File: config.mk
export PLATFORM = sky130hd
export DESIGN_NAME = fault_summary_top
export DESIGN_NICKNAME = d
export VERILOG_FILES = /design/src/fault_summary_pkg.sv /design/src/errmon_ack_timer.sv /design/src/fault_aggregator.sv /design/src/fault_summary_top.sv /design/src/mcu_fault_decode.sv /design/src/supply_monitor_bank.sv
export SDC_FILE = /design/constraint.sdc
export NUM_CORES = 1
export LEC_CHECK = 0
export BUFFER_PORTS_ARGS = -buffer_cell sky130_fd_sc_hd__clkbuf_2
export CAP_MARGIN = 15
export CORE_ASPECT_RATIO = 0.9
export CORE_MARGIN = 8
export CORE_UTILIZATION = 49
export CTS_BUF_LIST = sky130_fd_sc_hd__clkbuf_4 sky130_fd_sc_hd__clkbuf_8 sky130_fd_sc_hd__clkbuf_16
export DETAILED_ROUTE_END_ITERATION = 10
export GPL_ROUTABILITY_DRIVEN = 0
export PLACE_DENSITY_LB_ADDON = 0.08
export SLEW_MARGIN = 20
export SYNTH_ARGS = -nofsm -noshare
export SYNTH_HDL_FRONTEND = slang
export SYNTH_SLANG_ARGS = --single-unit
File: constraint.sdc
create_clock -name clk -period 6.2 [get_ports clk]
set_clock_uncertainty 0.2 [all_clocks]
set_input_delay 0.62 -clock clk [delete_from_list [all_inputs] [get_ports clk]]
set_output_delay 0.62 -clock clk [all_outputs]
set_load 0.1 [all_outputs]
File: src/fault_summary_pkg.sv
package fault_summary_pkg;

    // vcore, vddio and vmon1..4, each with an ov and a uv channel
    localparam int num_supply_channels = 12;

    // impact bit 0 asks for fs0b, bit 1 for rstb
    typedef logic [1:0] fs_impact_t;

    typedef logic [3:0] flt_cnt_t;   // counter value and per-cycle event count
    typedef logic [1:0] flt_limit_t; // counter limit selector

    // one action word, merged as a mask or read field by field
    typedef union packed {
        logic [2:0] mask;
        struct packed {
            logic fs0b;
            logic rstb;
            logic pgood;
        } f;
    } fault_action_t;

    // saturation point of the fault error counter
    function automatic flt_cnt_t flt_max_for_limit(input flt_limit_t sel);
        case (sel)
            2'b00:   return 4'd2;
            2'b01:   return 4'd6;
            2'b10:   return 4'd8;
            default: return 4'd12;
        endcase
    endfunction

    // value that triggers the intermediate action
    function automatic flt_cnt_t flt_intermediate_for_limit(input flt_limit_t sel);
        case (sel)
            2'b00:   return 4'd1;
            2'b01:   return 4'd3;
            2'b10:   return 4'd4;
            default: return 4'd6;
        endcase
    endfunction

endpackage

File: src/errmon_ack_timer.sv
module errmon_ack_timer
    import fault_summary_pkg::*;
#(
    parameter int clocks_per_ms = 20000
) (
    input  logic          clk,
    input  logic          rst_n,
    input  logic          errmon,           // external ic error report
    input  logic          errmon_ack,       // level ack from the mcu
    input  logic [1:0]    errmon_ack_time,  // 1, 8, 16 or 32 ms
    input  logic          errmon_fs_impact,
    output fault_action_t action,
    output flt_cnt_t      events
);

    localparam int presc_w = (clocks_per_ms > 1) ? $clog2(clocks_per_ms) : 1;

    logic               errmon_q;
    logic               errmon_rise;
    logic               busy;
    logic               expire_q;
    logic               ms_tick;
    logic [presc_w-1:0] presc_cnt;
    logic [4:0]         ms_cnt;
    logic [4:0]         ms_last;

    assign errmon_rise = errmon & ~errmon_q;
    assign ms_tick     = busy && (presc_cnt == presc_w'(clocks_per_ms - 1));

    // last millisecond index of the window
    always_comb begin
        case (errmon_ack_time)
            2'b00:   ms_last = 5'd0;
            2'b01:   ms_last = 5'd7;
            2'b10:   ms_last = 5'd15;
            default: ms_last = 5'd31;
        endcase
    end

    always_ff @(posedge clk or negedge rst_n) begin
        if (!rst_n) begin
            errmon_q  <= 1'b0;
            busy      <= 1'b0;
            expire_q  <= 1'b0;
            presc_cnt <= '0;
            ms_cnt    <= '0;
        end else begin
            errmon_q <= errmon;
            expire_q <= 1'b0;
            if (errmon_rise) begin
                // a new report restarts the window
                busy      <= 1'b1;
                presc_cnt <= '0;
                ms_cnt    <= '0;
            end else if (busy) begin
                if (errmon_ack) begin
                    busy <= 1'b0; // acked in time, nothing reported
                end else if (ms_tick) begin
                    presc_cnt <= '0;
                    if (ms_cnt == ms_last) begin
                        busy     <= 1'b0;
                        expire_q <= 1'b1;
                    end else begin
                        ms_cnt <= ms_cnt + 5'd1;
                    end
                end else begin
                    presc_cnt <= presc_cnt + 1'b1;
                end
            end
        end
    end

    // the timeout pulse only ever closes a running window
    a_no_event_idle: assert property (
        @(posedge clk) disable iff (!rst_n)
        expire_q |-> ($past(busy) && !busy)
    ) else $error("errmon timeout without a running timer");

    always_comb begin
        action.mask    = 3'b000;
        action.f.fs0b  = expire_q;
        action.f.rstb  = expire_q & errmon_fs_impact;
        action.f.pgood = 1'b0;
    end

    assign events = flt_cnt_t'(expire_q);

endmodule

File: src/fault_aggregator.sv
module fault_aggregator
    import fault_summary_pkg::*;
(
    input  logic          clk,
    input  logic          rst_n,
    input  fault_action_t supply_action,
    input  fault_action_t mcu_action,
    input  fault_action_t errmon_action,
    input  flt_cnt_t      supply_events,
    input  flt_cnt_t      mcu_events,
    input  flt_cnt_t      errmon_events,
    input  logic          decr,              // from the watchdog
    input  logic [1:0]    flt_err_impact,
    input  flt_limit_t    flt_err_cnt_limit,
    output logic          fs0b_active,
    output logic          rstb_active,
    output logic          pgood_active,
    output flt_cnt_t      flt_err_cnt,
    output logic          flag_flt_max
);

    logic [4:0]    evt_sum;
    logic [4:0]    cnt_add;
    flt_cnt_t      incr_q;
    flt_cnt_t      cnt_max;
    flt_cnt_t      cnt_mid;
    fault_action_t mid_action;
    fault_action_t merged;

    assign cnt_max = flt_max_for_limit(flt_err_cnt_limit);
    assign cnt_mid = flt_intermediate_for_limit(flt_err_cnt_limit);

    // worst case is 18 events, clipped below since the counter saturates anyway
    assign evt_sum = 5'(supply_events) + 5'(mcu_events) + 5'(errmon_events);
    assign cnt_add = 5'(flt_err_cnt) + 5'(incr_q);

    always_ff @(posedge clk or negedge rst_n) begin
        if (!rst_n) begin
            incr_q <= '0;
        end else if (evt_sum > 5'd15) begin
            incr_q <= 4'd15;
        end else begin
            incr_q <= evt_sum[3:0];
        end
    end

    always_ff @(posedge clk or negedge rst_n) begin
        if (!rst_n) begin
            flt_err_cnt <= '0;
        end else if (incr_q != '0) begin
            if (cnt_add >= 5'(cnt_max)) begin
                flt_err_cnt <= cnt_max; // saturate
            end else begin
                flt_err_cnt <= cnt_add[3:0];
            end
        end else if (flt_err_cnt > cnt_max) begin
            // limit lowered at run time
            flt_err_cnt <= cnt_max;
        end else if (decr && (flt_err_cnt != '0)) begin
            flt_err_cnt <= flt_err_cnt - 4'd1;
        end
    end

    assign flag_flt_max = (flt_err_cnt == cnt_max);

    // intermediate value action
    always_comb begin
        mid_action.mask    = 3'b000;
        mid_action.f.fs0b  = (flt_err_cnt == cnt_mid) && (|flt_err_impact);
        mid_action.f.rstb  = (flt_err_cnt >= cnt_mid) && flt_err_impact[1];
        mid_action.f.pgood = 1'b0;
    end

    always_comb begin
        merged.mask = supply_action.mask
                    | mcu_action.mask
                    | errmon_action.mask
                    | mid_action.mask;
    end

    assign fs0b_active  = merged.f.fs0b;
    assign rstb_active  = merged.f.rstb;
    assign pgood_active = merged.f.pgood;

    // counter stays within the selected limit once the selector has settled
    a_cnt_le_max: assert property (
        @(posedge clk) disable iff (!rst_n)
        $stable(flt_err_cnt_limit) |-> (flt_err_cnt <= cnt_max)
    ) else $error("fault error counter %0d above max %0d", flt_err_cnt, cnt_max);

endmodule

File: src/fault_summary_top.sv
module fault_summary_top
    import fault_summary_pkg::*;
#(
    parameter int clocks_per_ms = 20000 // 1 ms at 20 MHz
) (
    input  logic       clk,
    input  logic       rst_n,
    input  logic       vcore_ov,
    input  logic       vcore_uv,
    input  logic       vddio_ov,
    input  logic       vddio_uv,
    input  logic [3:0] vmonx_ov,          // vmon1..vmon4
    input  logic [3:0] vmonx_uv,
    input  logic       fccu1,
    input  logic       fccu2,
    input  logic       fccu12,
    input  logic       errmon,
    input  logic       errmon_ack,
    input  logic [1:0] errmon_ack_time,
    input  logic       incr_a,
    input  logic       incr_b,
    input  logic       decr,
    input  fs_impact_t vcore_ov_fs_impact,
    input  fs_impact_t vcore_uv_fs_impact,
    input  fs_impact_t vddio_ov_fs_impact,
    input  fs_impact_t vddio_uv_fs_impact,
    input  fs_impact_t vmon1_ov_fs_impact,
    input  fs_impact_t vmon1_uv_fs_impact,
    input  fs_impact_t vmon2_ov_fs_impact,
    input  fs_impact_t vmon2_uv_fs_impact,
    input  fs_impact_t vmon3_ov_fs_impact,
    input  fs_impact_t vmon3_uv_fs_impact,
    input  fs_impact_t vmon4_ov_fs_impact,
    input  fs_impact_t vmon4_uv_fs_impact,
    input  logic       fccu1_fs_impact,
    input  logic       fccu2_fs_impact,
    input  logic       fccu12_fs_impact,
    input  logic       errmon_fs_impact,
    input  fs_impact_t wd_fs_impact,
    input  logic [1:0] flt_err_impact,
    input  flt_limit_t flt_err_cnt_limit,
    input  logic       otp_pgood_vcore,
    input  logic       otp_pgood_vddio,
    input  logic       otp_pgood_vmon1,
    input  logic       otp_pgood_vmon2,
    input  logic       otp_pgood_vmon3,
    input  logic       otp_pgood_vmon4,
    output logic       fs0b_active,
    output logic       rstb_active,
    output logic       pgood_active,
    output flt_cnt_t   flt_err_cnt,
    output logic       flag_flt_max,
    output logic       fccu_err
);

    // channel order: vcore ov/uv, vddio ov/uv, then vmon1..4 ov/uv
    logic       [num_supply_channels-1:0] mon_vec;
    fs_impact_t [num_supply_channels-1:0] impact_vec;
    logic       [num_supply_channels-1:0] pgood_vec;

    fault_action_t supply_action, mcu_action, errmon_action;
    flt_cnt_t      supply_events, mcu_events, errmon_events;

    assign mon_vec = {vmonx_uv[3], vmonx_ov[3], vmonx_uv[2], vmonx_ov[2],
                      vmonx_uv[1], vmonx_ov[1], vmonx_uv[0], vmonx_ov[0],
                      vddio_uv, vddio_ov, vcore_uv, vcore_ov};

    assign impact_vec = {vmon4_uv_fs_impact, vmon4_ov_fs_impact,
                         vmon3_uv_fs_impact, vmon3_ov_fs_impact,
                         vmon2_uv_fs_impact, vmon2_ov_fs_impact,
                         vmon1_uv_fs_impact, vmon1_ov_fs_impact,
                         vddio_uv_fs_impact, vddio_ov_fs_impact,
                         vcore_uv_fs_impact, vcore_ov_fs_impact};

    // ov and uv of one supply share the pgood enable
    assign pgood_vec = {{2{otp_pgood_vmon4}}, {2{otp_pgood_vmon3}},
                        {2{otp_pgood_vmon2}}, {2{otp_pgood_vmon1}},
                        {2{otp_pgood_vddio}}, {2{otp_pgood_vcore}}};

    supply_monitor_bank i_supply (
        .clk      (clk),
        .rst_n    (rst_n),
        .mon      (mon_vec),
        .impact   (impact_vec),
        .pgood_en (pgood_vec),
        .action   (supply_action),
        .events   (supply_events)
    );

    mcu_fault_decode i_mcu (
        .fccu1            (fccu1),
        .fccu2            (fccu2),
        .fccu12           (fccu12),
        .fccu1_fs_impact  (fccu1_fs_impact),
        .fccu2_fs_impact  (fccu2_fs_impact),
        .fccu12_fs_impact (fccu12_fs_impact),
        .incr_a           (incr_a),
        .incr_b           (incr_b),
        .wd_fs_impact     (wd_fs_impact),
        .action           (mcu_action),
        .events           (mcu_events),
        .fccu_err         (fccu_err)
    );

    errmon_ack_timer #(
        .clocks_per_ms (clocks_per_ms)
    ) i_errmon (
        .clk              (clk),
        .rst_n            (rst_n),
        .errmon           (errmon),
        .errmon_ack       (errmon_ack),
        .errmon_ack_time  (errmon_ack_time),
        .errmon_fs_impact (errmon_fs_impact),
        .action           (errmon_action),
        .events           (errmon_events)
    );

    fault_aggregator i_agg (
        .clk               (clk),
        .rst_n             (rst_n),
        .supply_action     (supply_action),
        .mcu_action        (mcu_action),
        .errmon_action     (errmon_action),
        .supply_events     (supply_events),
        .mcu_events        (mcu_events),
        .errmon_events     (errmon_events),
        .decr              (decr),
        .flt_err_impact    (flt_err_impact),
        .flt_err_cnt_limit (flt_err_cnt_limit),
        .fs0b_active       (fs0b_active),
        .rstb_active       (rstb_active),
        .pgood_active      (pgood_active),
        .flt_err_cnt       (flt_err_cnt),
        .flag_flt_max      (flag_flt_max)
    );

endmodule

File: src/mcu_fault_decode.sv
module mcu_fault_decode
    import fault_summary_pkg::*;
(
    input  logic          fccu1,
    input  logic          fccu2,
    input  logic          fccu12,
    input  logic          fccu1_fs_impact,
    input  logic          fccu2_fs_impact,
    input  logic          fccu12_fs_impact,
    input  logic          incr_a,       // wd error counter at max
    input  logic          incr_b,       // bad or missing wd refresh
    input  fs_impact_t    wd_fs_impact,
    output fault_action_t action,
    output flt_cnt_t      events,
    output logic          fccu_err
);

    logic fccu_rstb;
    logic wd_a_hit;
    logic wd_a_rstb;

    assign fccu_err = fccu1 | fccu2 | fccu12;

    // rstb only where the line's impact bit asks for it
    assign fccu_rstb = (fccu1 & fccu1_fs_impact)
                     | (fccu2 & fccu2_fs_impact)
                     | (fccu12 & fccu12_fs_impact);

    // incr_a acts only with a nonzero impact
    assign wd_a_hit  = incr_a & (|wd_fs_impact);
    assign wd_a_rstb = incr_a & wd_fs_impact[1];

    always_comb begin
        action.mask   = 3'b000;
        action.f.fs0b = fccu_err | wd_a_hit | incr_b;
        action.f.rstb = fccu_rstb | wd_a_rstb | incr_b; // incr_b always resets
        action.f.pgood = 1'b0;                          // no pgood request from the mcu side
    end

    // one event per active source
    always_comb begin
        events = flt_cnt_t'(fccu1)
               + flt_cnt_t'(fccu2)
               + flt_cnt_t'(fccu12)
               + flt_cnt_t'(wd_a_hit)
               + flt_cnt_t'(incr_b);
    end

endmodule

File: src/supply_monitor_bank.sv
module supply_monitor_bank
    import fault_summary_pkg::*;
(
    input  logic                                 clk,
    input  logic                                 rst_n,
    input  logic       [num_supply_channels-1:0] mon,      // ov/uv comparator outputs
    input  fs_impact_t [num_supply_channels-1:0] impact,
    input  logic       [num_supply_channels-1:0] pgood_en, // otp pgood enable per channel
    output fault_action_t                        action,
    output flt_cnt_t                             events
);

    logic [1:0]                     hist_q [num_supply_channels]; // [0] newest sample
    logic [num_supply_channels-1:0] rise;
    fault_action_t                  ch_act [num_supply_channels];

    // pgood wins over the impact setting, then rstb over fs0b alone
    function automatic fault_action_t decode_channel(
        input logic       hit,
        input fs_impact_t imp,
        input logic       pg
    );
        fault_action_t act;
        act.mask = 3'b000;
        if (hit) begin
            if (pg) begin
                act.mask = 3'b111;
            end else if (imp[1]) begin
                act.f.fs0b = 1'b1;
                act.f.rstb = 1'b1;
            end else if (imp[0]) begin
                act.f.fs0b = 1'b1;
            end
        end
        return act;
    endfunction

    always_ff @(posedge clk or negedge rst_n) begin
        if (!rst_n) begin
            for (int i = 0; i < num_supply_channels; i++) begin
                hist_q[i] <= 2'b00;
            end
        end else begin
            for (int i = 0; i < num_supply_channels; i++) begin
                hist_q[i] <= {hist_q[i][0], mon[i]};
            end
        end
    end

    for (genvar g = 0; g < num_supply_channels; g++) begin : g_ch
        assign rise[g]   = hist_q[g][0] & ~hist_q[g][1]; // first cycle seen high
        assign ch_act[g] = decode_channel(rise[g], impact[g], pgood_en[g]);

        // a monitor held high must not re-trigger
        a_event_one_cycle: assert property (
            @(posedge clk) disable iff (!rst_n)
            (|ch_act[g].mask) |=> !(|ch_act[g].mask)
        ) else $error("supply channel %0d event longer than one cycle", g);
    end

    // merge channels
    always_comb begin
        action.mask = 3'b000;
        events      = '0;
        for (int i = 0; i < num_supply_channels; i++) begin
            action.mask = action.mask | ch_act[i].mask;
            events      = events + flt_cnt_t'(|ch_act[i].mask); // only channels that acted
        end
    end

endmodule

# ---- Word level (Yosys, flattened, before mapping)
# Index checks and enable logic that the tools add are counted.
dict set report word_totals {
  input_bits 64
  word_cells 228
  ff_bits 55
  out_inout_bits 9
}
dict set report classes {
  n_lt_le_gt_ge 4
  n_addsub 21
  reduce_logical 27
  mux 93
  bitwise_logic 54
  n_eq_ne 10
}
# op count
set op_table {}
lappend op_table {{2-to-1 mux 15 bit} 4}
lappend op_table {{adder 4 x 1 -> 4 bit} 13}
lappend op_table {{2-to-1 mux 1 bit} 52}
lappend op_table {{bitwise OR 3 bit} 14}
lappend op_table {{2-to-1 mux 3 bit} 12}
lappend op_table {{OR reduction 3 bit} 12}
lappend op_table {{2-to-1 mux 5 bit} 5}
lappend op_table {{2-to-1 mux 2 bit} 12}
lappend op_table {{2-to-1 mux 4 bit} 5}
lappend op_table {{AND 1 bit} 19}
lappend op_table {{adder 15 x 1 -> 15 bit, second input constant} 1}
lappend op_table {{== test 15 bit, second input constant} 1}
lappend op_table {{case mux 5 bit (3 select lines)} 1}
lappend op_table {{NOT 1 bit} 13}
lappend op_table {{case mux 4 bit (3 select lines)} 1}
lappend op_table {{adder 4 x 4 -> 5 bit} 2}
lappend op_table {{case mux 3 bit (3 select lines)} 1}
lappend op_table {{bitwise OR 1 bit} 8}
lappend op_table {{nonzero test 4 bit} 2}
lappend op_table {{adder 5 x 1 -> 5 bit} 1}
lappend op_table {{adder 5 x 1 -> 5 bit, second input constant} 1}
lappend op_table {{== test 5 bit} 1}
lappend op_table {{>= comparator 5 x 4 -> 1 bit} 1}
lappend op_table {{> comparator 5 x 4 -> 1 bit, second input constant} 1}
lappend op_table {{16 further kinds} 26}

# ---- Logic depth before layout (Yosys ltp)
# Gate-level depths: netlist of the first run.
dict set report logic_depth {
  word_depth 20
  mapped_depth 16
  depth_no_buf 16
}

# ---- By module
# Synthesis of the first run repeated with hierarchy kept, for this count alone.
dict set report unflattened {
  hier_cells 379
  area_unflattened_um2 3711.1
}
# module area_each_um2 cells_each instances seq_area_each_um2
set modules_own_cells {}
lappend modules_own_cells {errmon_ack_timer 1333.8 145 1 575.6}
lappend modules_own_cells {supply_monitor_bank 1199.9 100 1 600.6}
lappend modules_own_cells {fault_aggregator 1036.0 116 1 200.2}
lappend modules_own_cells {mcu_fault_decode 141.4 18 1 0.0}

# ---- Worst setup path after synthesis of the first run
# OpenSTA, ideal clock, no wires.
dict set report synth_path {
  kind {input port to flip-flop}
  start {in otp_pgood_vcore}
  end {reg i_agg.incr_q[3]}
  path_buffers 0
  arrival_time_ns 4.775
  required_time_ns 5.882
  slack_ns 1.106
  setup_ns 0.118
  stages 12
  cell_sequence {o31a_2 ha_1 fa_1 fa_1 inv_1 fa_1 inv_1 fa_1 fa_1 fa_1 or4_1 a21o_1}
}
dict set report synth_between {
  elab_chain_cells 18
  elab_cells_between_ends 22
  cone_classes {add/sub (13); order compare (1); mux (6); reduce/logical (2)}
}
# element line_no
set synth_lines {}
lappend synth_lines {{start: declaration} fault_summary_top.sv:42} ;# input logic otp_pgood_vcore,
lappend synth_lines {{2-to-1 mux 1 bit / 2-to-1 mux 2 bit (equally long branches)} supply_monitor_bank.sv:26} ;# if (pg) begin
lappend synth_lines {{2-to-1 mux 3 bit} supply_monitor_bank.sv:25} ;# if (hit) begin
lappend synth_lines {{OR reduction 3 bit} supply_monitor_bank.sv:67} ;# events = events + flt_cnt_t'(|ch_act[i].mask);
lappend synth_lines {{adder 1 x 1 -> 2 bit (*)} supply_monitor_bank.sv:67}
lappend synth_lines {{adder 4 x 1 -> 4 bit (*) (10 in a row)} supply_monitor_bank.sv:67}
lappend synth_lines {{adder 4 x 4 -> 5 bit (*)} fault_aggregator.sv:34} ;# assign evt_sum = 5'(supply_events) + 5'(mcu_events) + 5'(errmon_events);
lappend synth_lines {{adder 5 x 1 -> 5 bit (*)} fault_aggregator.sv:34}
lappend synth_lines {{> comparator 5 x 4 -> 1 bit} fault_aggregator.sv:40} ;# end else if (evt_sum > 5'd15) begin
lappend synth_lines {{2-to-1 mux 4 bit (*)} fault_aggregator.sv:40}
lappend synth_lines {{end signal: assignment} fault_aggregator.sv:43} ;# incr_q <= evt_sum[3:0];
lappend synth_lines {{end: declaration} fault_aggregator.sv:24} ;# flt_cnt_t incr_q;
# Mark *: on every way between the ends. The rest lies on a longest branch, timed or not.
# A chain may end at the register's enable or synchronous reset.

# ---- Worst setup path after layout of the first run
# Same ends and word-level chain as after synthesis.

==> results of run 1 <==
[sequential cells by signal, indices dropped and copies added (netlist names)]
signal / cells
i_agg.flt_err_cnt: 4
i_agg.incr_q: 4
i_errmon.busy: 1
i_errmon.errmon_q: 1
i_errmon.expire_q: 1
i_errmon.ms_cnt: 5
i_errmon.presc_cnt: 15
i_supply.hist_q: 24
[layer usage]
metal / wire, µm / track usage (%)
met5: 0 / 0
met4: 88 / 4.43
met3: 376 / 3.65
met2: 3790 / 24.7
met1: 3730 / 21.2
[area by class of cell]
class / count / area, µm²
repair buffers: 73 / 368
inverters: 27 / 101
well taps: 93 / 116
multi-input cells: 281 / 2070
clock inverters: 3 / 55.1
flip-flops and latches: 55 / 1380
fillers: 616 / 2890
clock buffers: 5 / 68.8
[power by group]
part	internal [µW]	total [µW]	leakage, µW	switching [µW]
clock	124	250	0.0000611	126
combinational	255	665	0.00126	410
sequential	400	445	0.000692	44.7
total	779	1360	0.00201	580
[worst max-delay path, stage by stage]
cell and delay (ns):
clkbuf_2 0.11, o31a_2 0.36, ha_1 0.30, fa_1 0.50, fa_1 0.52, inv_1 0.05
fa_1 0.50, inv_1 0.06, fa_1 0.48, fa_1 0.41, fa_1 0.43, or4_1 0.51
a21o_1 0.16
[cell usage after synthesis, types with 3 or more instances]
cell type	number
dfrtp_1	55
nor2_1	34
nand2_1	28
inv_1	27
ha_1	25
o21ai_0	20
nor2b_1	13
fa_1	12
nand3_1	12
nand2b_1	11
nand4_1	11
nor3_1	10
xor2_1	10
a21oi_1	8
a21o_1	7
xnor2_1	7
o31a_1	5
and3_1	4
and4_1	4
clkbuf_1	4
nor3b_1	4
or2_2	4
a211oi_1	3
a22oi_1	3
[cells by family after synthesis]
group / count (synthesis) / synth area share, %
and+or+nand+nor: 151 / 23.0
AOI/OAI and AO/OA: 73 / 14.3
DFF: 55 / 38.6
adders and majority gates: 37 / 15.5
buffers and inverters: 33 / 3.54
xor gates and xnor gates: 17 / 4.17
muxes: 3 / 0.876
[worst min-delay path by stage]
| stage | cells after the start | end | slack (ns) |
|---|---|---|---|
| finish | 0 | i_supply.hist_q[13] | 0.18 |
| global route | 1 | i_supply.hist_q[14] | 0.18 |
| CTS | 0 | i_supply.hist_q[13] | 0.18 |
| detailed placement | 0 | i_supply.hist_q[13] | 0.16 |
| global placement | 0 | i_supply.hist_q[13] | 0.15 |
| floorplan | 0 | i_agg.flt_err_cnt[0] | 0.12 |
[through the flow]
stage | total power [µW] | instances | util [%] | hold WS [ns]
3_3_place_gp | 1100 | 529 | 57.2 | 0.152
6_report | 1360 | 537 | 59.0 | 0.178
5_1_grt | 1470 | 537 | 59.0 | 0.183
3_5_place_dp | 1110 | 529 | 57.2 | 0.157
2_1_floorplan | 958 | 369 | - | 0.124
4_1_cts | 1370 | 537 | 59.0 | 0.182
==> results.yml, run 1 <==
critical_path:
  critical_path.max_fanout: 5
  critPathKind: "input pin to flip-flop"
  worst_r2r_endpoint: "i_agg.incr_q[3]"
  rr_worst_depth: 13
  cp-start-kind: "input pin"
  endpoint: "i_agg.incr_q[3]"
  rrSetupSlack_ns: 1.21
  cp.arrival_ns: 5.03
  timing.rr.start: "i_supply.hist_q[20]"
  end_kind: "flip-flop"
  required_ns: 6.22
  crit_path_start: "otp_pgood_vcore"
sta:
  finalSetupViolCount: 0
  fin_ws_ns: 1.19
  hold_violations: 0
  tns_ns: 0
  min_period_ns: 5.01
  worst-slew-pin-transition_ns: 0.686
  max_freq_ghz: 0.200
  slew_violations: 0
  grt_setup_unrepaired: "no"
  period_share_pct: 80.7
  slew-limit-headroom_pct: 54.3
route:
  via_per_inst: 5.50
  postRouteWirelength_mm: 7.98
  first_pass_iters: 4
  routed-via-count: 2954
  detail-route-antenna-nets: 0
  drc: 0
  drtIter0Drc: 102
  wl_per_cell_um: 14.9
logic_synthesis:
  synth_enable_flop_cells: 0
  ys.flop_type: "dfrtp_1"
  ys_ff_latch: 55
  yosys_warnings: 0
  ys_types: 58
  async_flop_share_pct: 100
  synth.top_cells.by_area: "dfrtp_1, ha_1, fa_1"
  syn_area_um2: 3570
  avgSynthCellArea_um2: 9.67
  yosysTopAreaCellShare_pct: 38.6
  synthCells: 369
  syn_nets: 470
  synth_top_area_cell: "dfrtp_1"
  synth_seq_area_share_pct: 38.6
cts:
  hold_buffers: 0
  clk-insertion-delay-late_ns: 0.32
  tritoncts: "done"
  post_cts_buffers: 0
  cts_buffers: 5
  path_clk_slew_ns: 0.11
  cts_buffer_depth: 2
  cts_resized: 0
  cts_root_buf: "clkbuf_8"
  clock-sinks: 55
  h-tree-depth: 2
place:
  dp_hpwl_mm: 6.45
  post-place-ws_ns: 0.870
  io_buffer_count: 72
  place_area_um2: 4030
grt:
  antenna_found_initial: 0
  grt_pass1_vias: 2923
  track_usage_pct: 15.8
  grt-ovfl-total: 0
  grt_max_degree: 56
  grt_pass1_wl_mm: 13.6
cells_and_area:
  fin_nets: 544
  fin_area_um2: 4150
  drive_gt1_share_pct: 20.9
  syn_to_final_growth_pct: 16.3
  mostFrequentLayoutCells: "clkbuf_2, dfrtp_1, nor2_1"
  n_antenna_cell: 0
  final_common_cell: "clkbuf_2"
run_status:
  status: "completed"
die:
  die-area_um2: 10300
  start_util_pct: 50.7
  fp-row-count: 29
  ios: 73
  die_y_um: 97.0
  die_w_um: 106
  core_um2: 7040
pwr:
  pwr_density_cell_nw_per_um2: 327
  peakVddDrop_mv: 0.165
  p_leak_uw: 0.00201
worst_hold_path:
  hp-start: "i_supply.hist_q[12]"
  hp-class: "flip-flop to flip-flop"
flow_run:
  drv_cap: 0
(Power assumes the default switching activity.)
==> run 2, diff against run 1 <==
- ABC_AREA: not set -> 1
- clock period: 6.2 -> 5.04 ns (I/O delays scaled with it)
==> run 2 against run 1 <==
Critical path depth rose by 7. Core utilization fell by 1.1 points. Sequential cell count did not move. Sequential power rose by 36%. Highest routed layer unchanged. Sequential share of layout area fell by 1.3 points. Clock power rose by 5%. Critical endpoint unchanged.
==> results.yml, run 2 <==
sta:
  grt_setup_unrepaired: "no"
  hold_violations: 0
  min_period_ns: 4.77
  slew_violations: 0
  worst-slew-pin-transition_ns: 0.677
  tns_ns: 0
  max_freq_ghz: 0.210
  finalSetupViolCount: 0
  period_share_pct: 94.6
  fin_ws_ns: 0.273
  slew-limit-headroom_pct: 54.8
place:
  io_buffer_count: 72
  dp_hpwl_mm: 7.00
  dpl.cell_count: 638
  post-place-ws_ns: -0.0716
flow_run:
  drv_cap: 0
pwr:
  p_leak_uw: 0.00234
  power_frac_clock_pct: 14.0
  pwr_density_cell_nw_per_um2: 434
  p_total_uw: 1880
  peakVddDrop_mv: 0.184
  p_sw_share_pct: 46.9
  power_frac_comb_pct: 53.9
  p_seq_share_pct: 32.1
  switching_power_uw: 880
  p_int_uw: 996
cts:
  cts_buffer_depth: 2
  path_clk_slew_ns: 0.10
  cts_resized: 0
  clock-sinks: 55
  post_cts_buffers: 0
  tritoncts: "done"
  h-tree-depth: 2
  cts_buffers: 5
  cts_root_buf: "clkbuf_8"
  hold_buffers: 0
  clk-insertion-delay-late_ns: 0.31
cells_and_area:
  final_cells: 646
  largest_reg_flops: 24
  n_antenna_cell: 0
  reg_top3: "i_supply.hist_q (24), i_errmon.presc_cnt (15), i_errmon.ms_cnt (5)"
  top_register: "i_supply.hist_q"
  fin_nets: 650
  final_common_cell: "nand2_1"
  syn_to_final_growth_pct: 16.1
  fillers: 741
  final_core_util_pct: 57.9
  mostFrequentLayoutCells: "nand2_1, inv_1, clkbuf_2"
  drive_gt1_share_pct: 19.3
die:
  start_util_pct: 49.9
  die_y_um: 98.7
  die_w_um: 108
  die-area_um2: 10700
  core_um2: 7470
  ios: 73
  fp-row-count: 30
route:
  postRouteWirelength_mm: 8.45
  drtIter0Drc: 95
  wl_per_cell_um: 13.1
  routed-via-count: 3240
  drc: 0
  first_pass_iters: 4
  detail-route-antenna-nets: 0
  via_per_inst: 5.02
logic_synthesis:
  syn_area_um2: 3730
  synthCells: 470
  yosysTopAreaCellShare_pct: 36.9
  synth_top_area_cell: "dfrtp_1"
  syn_nets: 571
  ys_types: 41
  synthMuxAreaShare_pct: 0
  yosys_warnings: 0
  synth-xor-area-share_pct: 1.64
  synthAdderAreaFrac_pct: 14.8
  async_flop_share_pct: 100
  synth_enable_flop_cells: 0
  ys.flop_type: "dfrtp_1"
  synth_top_family_by_area: "simple AND/OR/NAND/NOR gates"
  yosys-top-cells-count: "nand2_1, inv_1, dfrtp_1, nor2_1, nand3_1"
  yosys.cell_count.top_type: "nand2_1"
  avgSynthCellArea_um2: 7.93
  synth.top_cells.by_area: "dfrtp_1, nand2_1, ha_1"
  synth_seq_area_share_pct: 36.9
  ys_ff_latch: 55
  synthSimpleGateAreaFrac_pct: 28.2
  synth_compound_gate_area_share_pct: 10.2
grt:
  grt_max_degree: 56
  antenna_found_initial: 0
  use_met2_pct: 26.1
  grt_pass1_wl_mm: 14.2
  grt-ovfl-total: 0
  met1_usage_pct: 21.4
  top_usage_layer: "met2"
  use_met3_pct: 4.17
  grt_pass1_vias: 3119
  track_usage_pct: 16.2
critical_path:
  cp-start-kind: "flip-flop"
  rr_worst_depth: 20
  rrSetupSlack_ns: 0.27
  timing.rr.start: "i_supply.hist_q[22]"
  worst_r2r_endpoint: "i_agg.incr_q[3]"
  critPathKind: "flip-flop to flip-flop"
  required_ns: 5.04
  end_kind: "flip-flop"
  endpoint: "i_agg.incr_q[3]"
  cp.arrival_ns: 4.77
  critical_path.max_fanout: 3
  crit_path_start: "i_supply.hist_q[22]"
worst_hold_path:
  hp-class: "input pin to flip-flop"
run_status:
  status: "completed"
run 2: worst min-delay path by stage:
stage / startpoint / end / slack (ns) / cells after the start
3_5_place_dp: i_supply.hist_q[20] / i_supply.hist_q[21] / 0.16 / 0
3_3_place_gp: i_supply.hist_q[20] / i_supply.hist_q[21] / 0.16 / 0
5_1_grt: vddio_ov / i_supply.hist_q[18] / 0.07 / 1
2_1_floorplan: rst_n / i_agg.flt_err_cnt[0] / 0.008 / 0
6_report: vcore_uv / i_supply.hist_q[20] / 0.09 / 1
4_1_cts: vmonx_ov[0] / i_supply.hist_q[14] / 0.08 / 1
run 2: critical path, cell delays in order, from the launching register on:
cell,delay [ns]
dfrtp_1,0.39
inv_1,0.07
nor2_2,0.04
o21ai_1,0.10
and2_4,0.18
inv_1,0.04
ha_1,0.28
fa_1,0.48
fa_1,0.52
inv_1,0.05
fa_1,0.49
inv_1,0.05
fa_1,0.44
inv_1,0.10
fa_1,0.38
inv_1,0.10
ha_1,0.23
a21o_1,0.16
a21oi_2,0.12
xor2_1,0.15
nand2_1,0.06
run 2: metrics by stage:
stage / hold WS, ns / instance area [µm²]
after floorplan: 0.00841 / 3730
after global placement: 0.157 / 4220
after detailed placement: 0.164 / 4220
after CTS: 0.0807 / 4320
after global routing: 0.0741 / 4330
final: 0.0905 / 4330
run 2: cells by family after synthesis:
| family | count (synthesis) |
|---|---|
| adders and majority gates | 37 |
| and+or+nand+nor | 223 |
| AOI/OAI and AO/OA | 68 |
| DFF | 55 |
| xor gates and xnor gates | 7 |
| buffers and inverters | 80 |
run 2: area by class of cell:
type | instances | area (µm²) | share of cell area [%]
flip-flops and latches | 55 | 1380 | 31.8
inverters | 77 | 289 | 6.68
clock inverters | 2 | 17.5 | 0.405
clock buffers | 6 | 82.6 | 1.91
well taps | 96 | 120 | 2.78
multi-input cells | 335 | 2060 | 47.6
repair buffers | 75 | 383 | 8.85
run 2: power groups by stage:
stage / Combinational [µW] / Sequential [µW] / Clock, µW
finish: 1010 / 603 / 263
CTS: 1010 / 604 / 275
detailed placement: 1010 / 613 / 0
global route: 1150 / 615 / 292
global placement: 978 / 611 / 0
floorplan: 696 / 694 / 0
run 2: routing by layer:
metal  vias up  wire (µm)
met1      1475       3920
met4         0         70
met5         -          0
li1       1682          -
met2        77       3880
met3         6        574
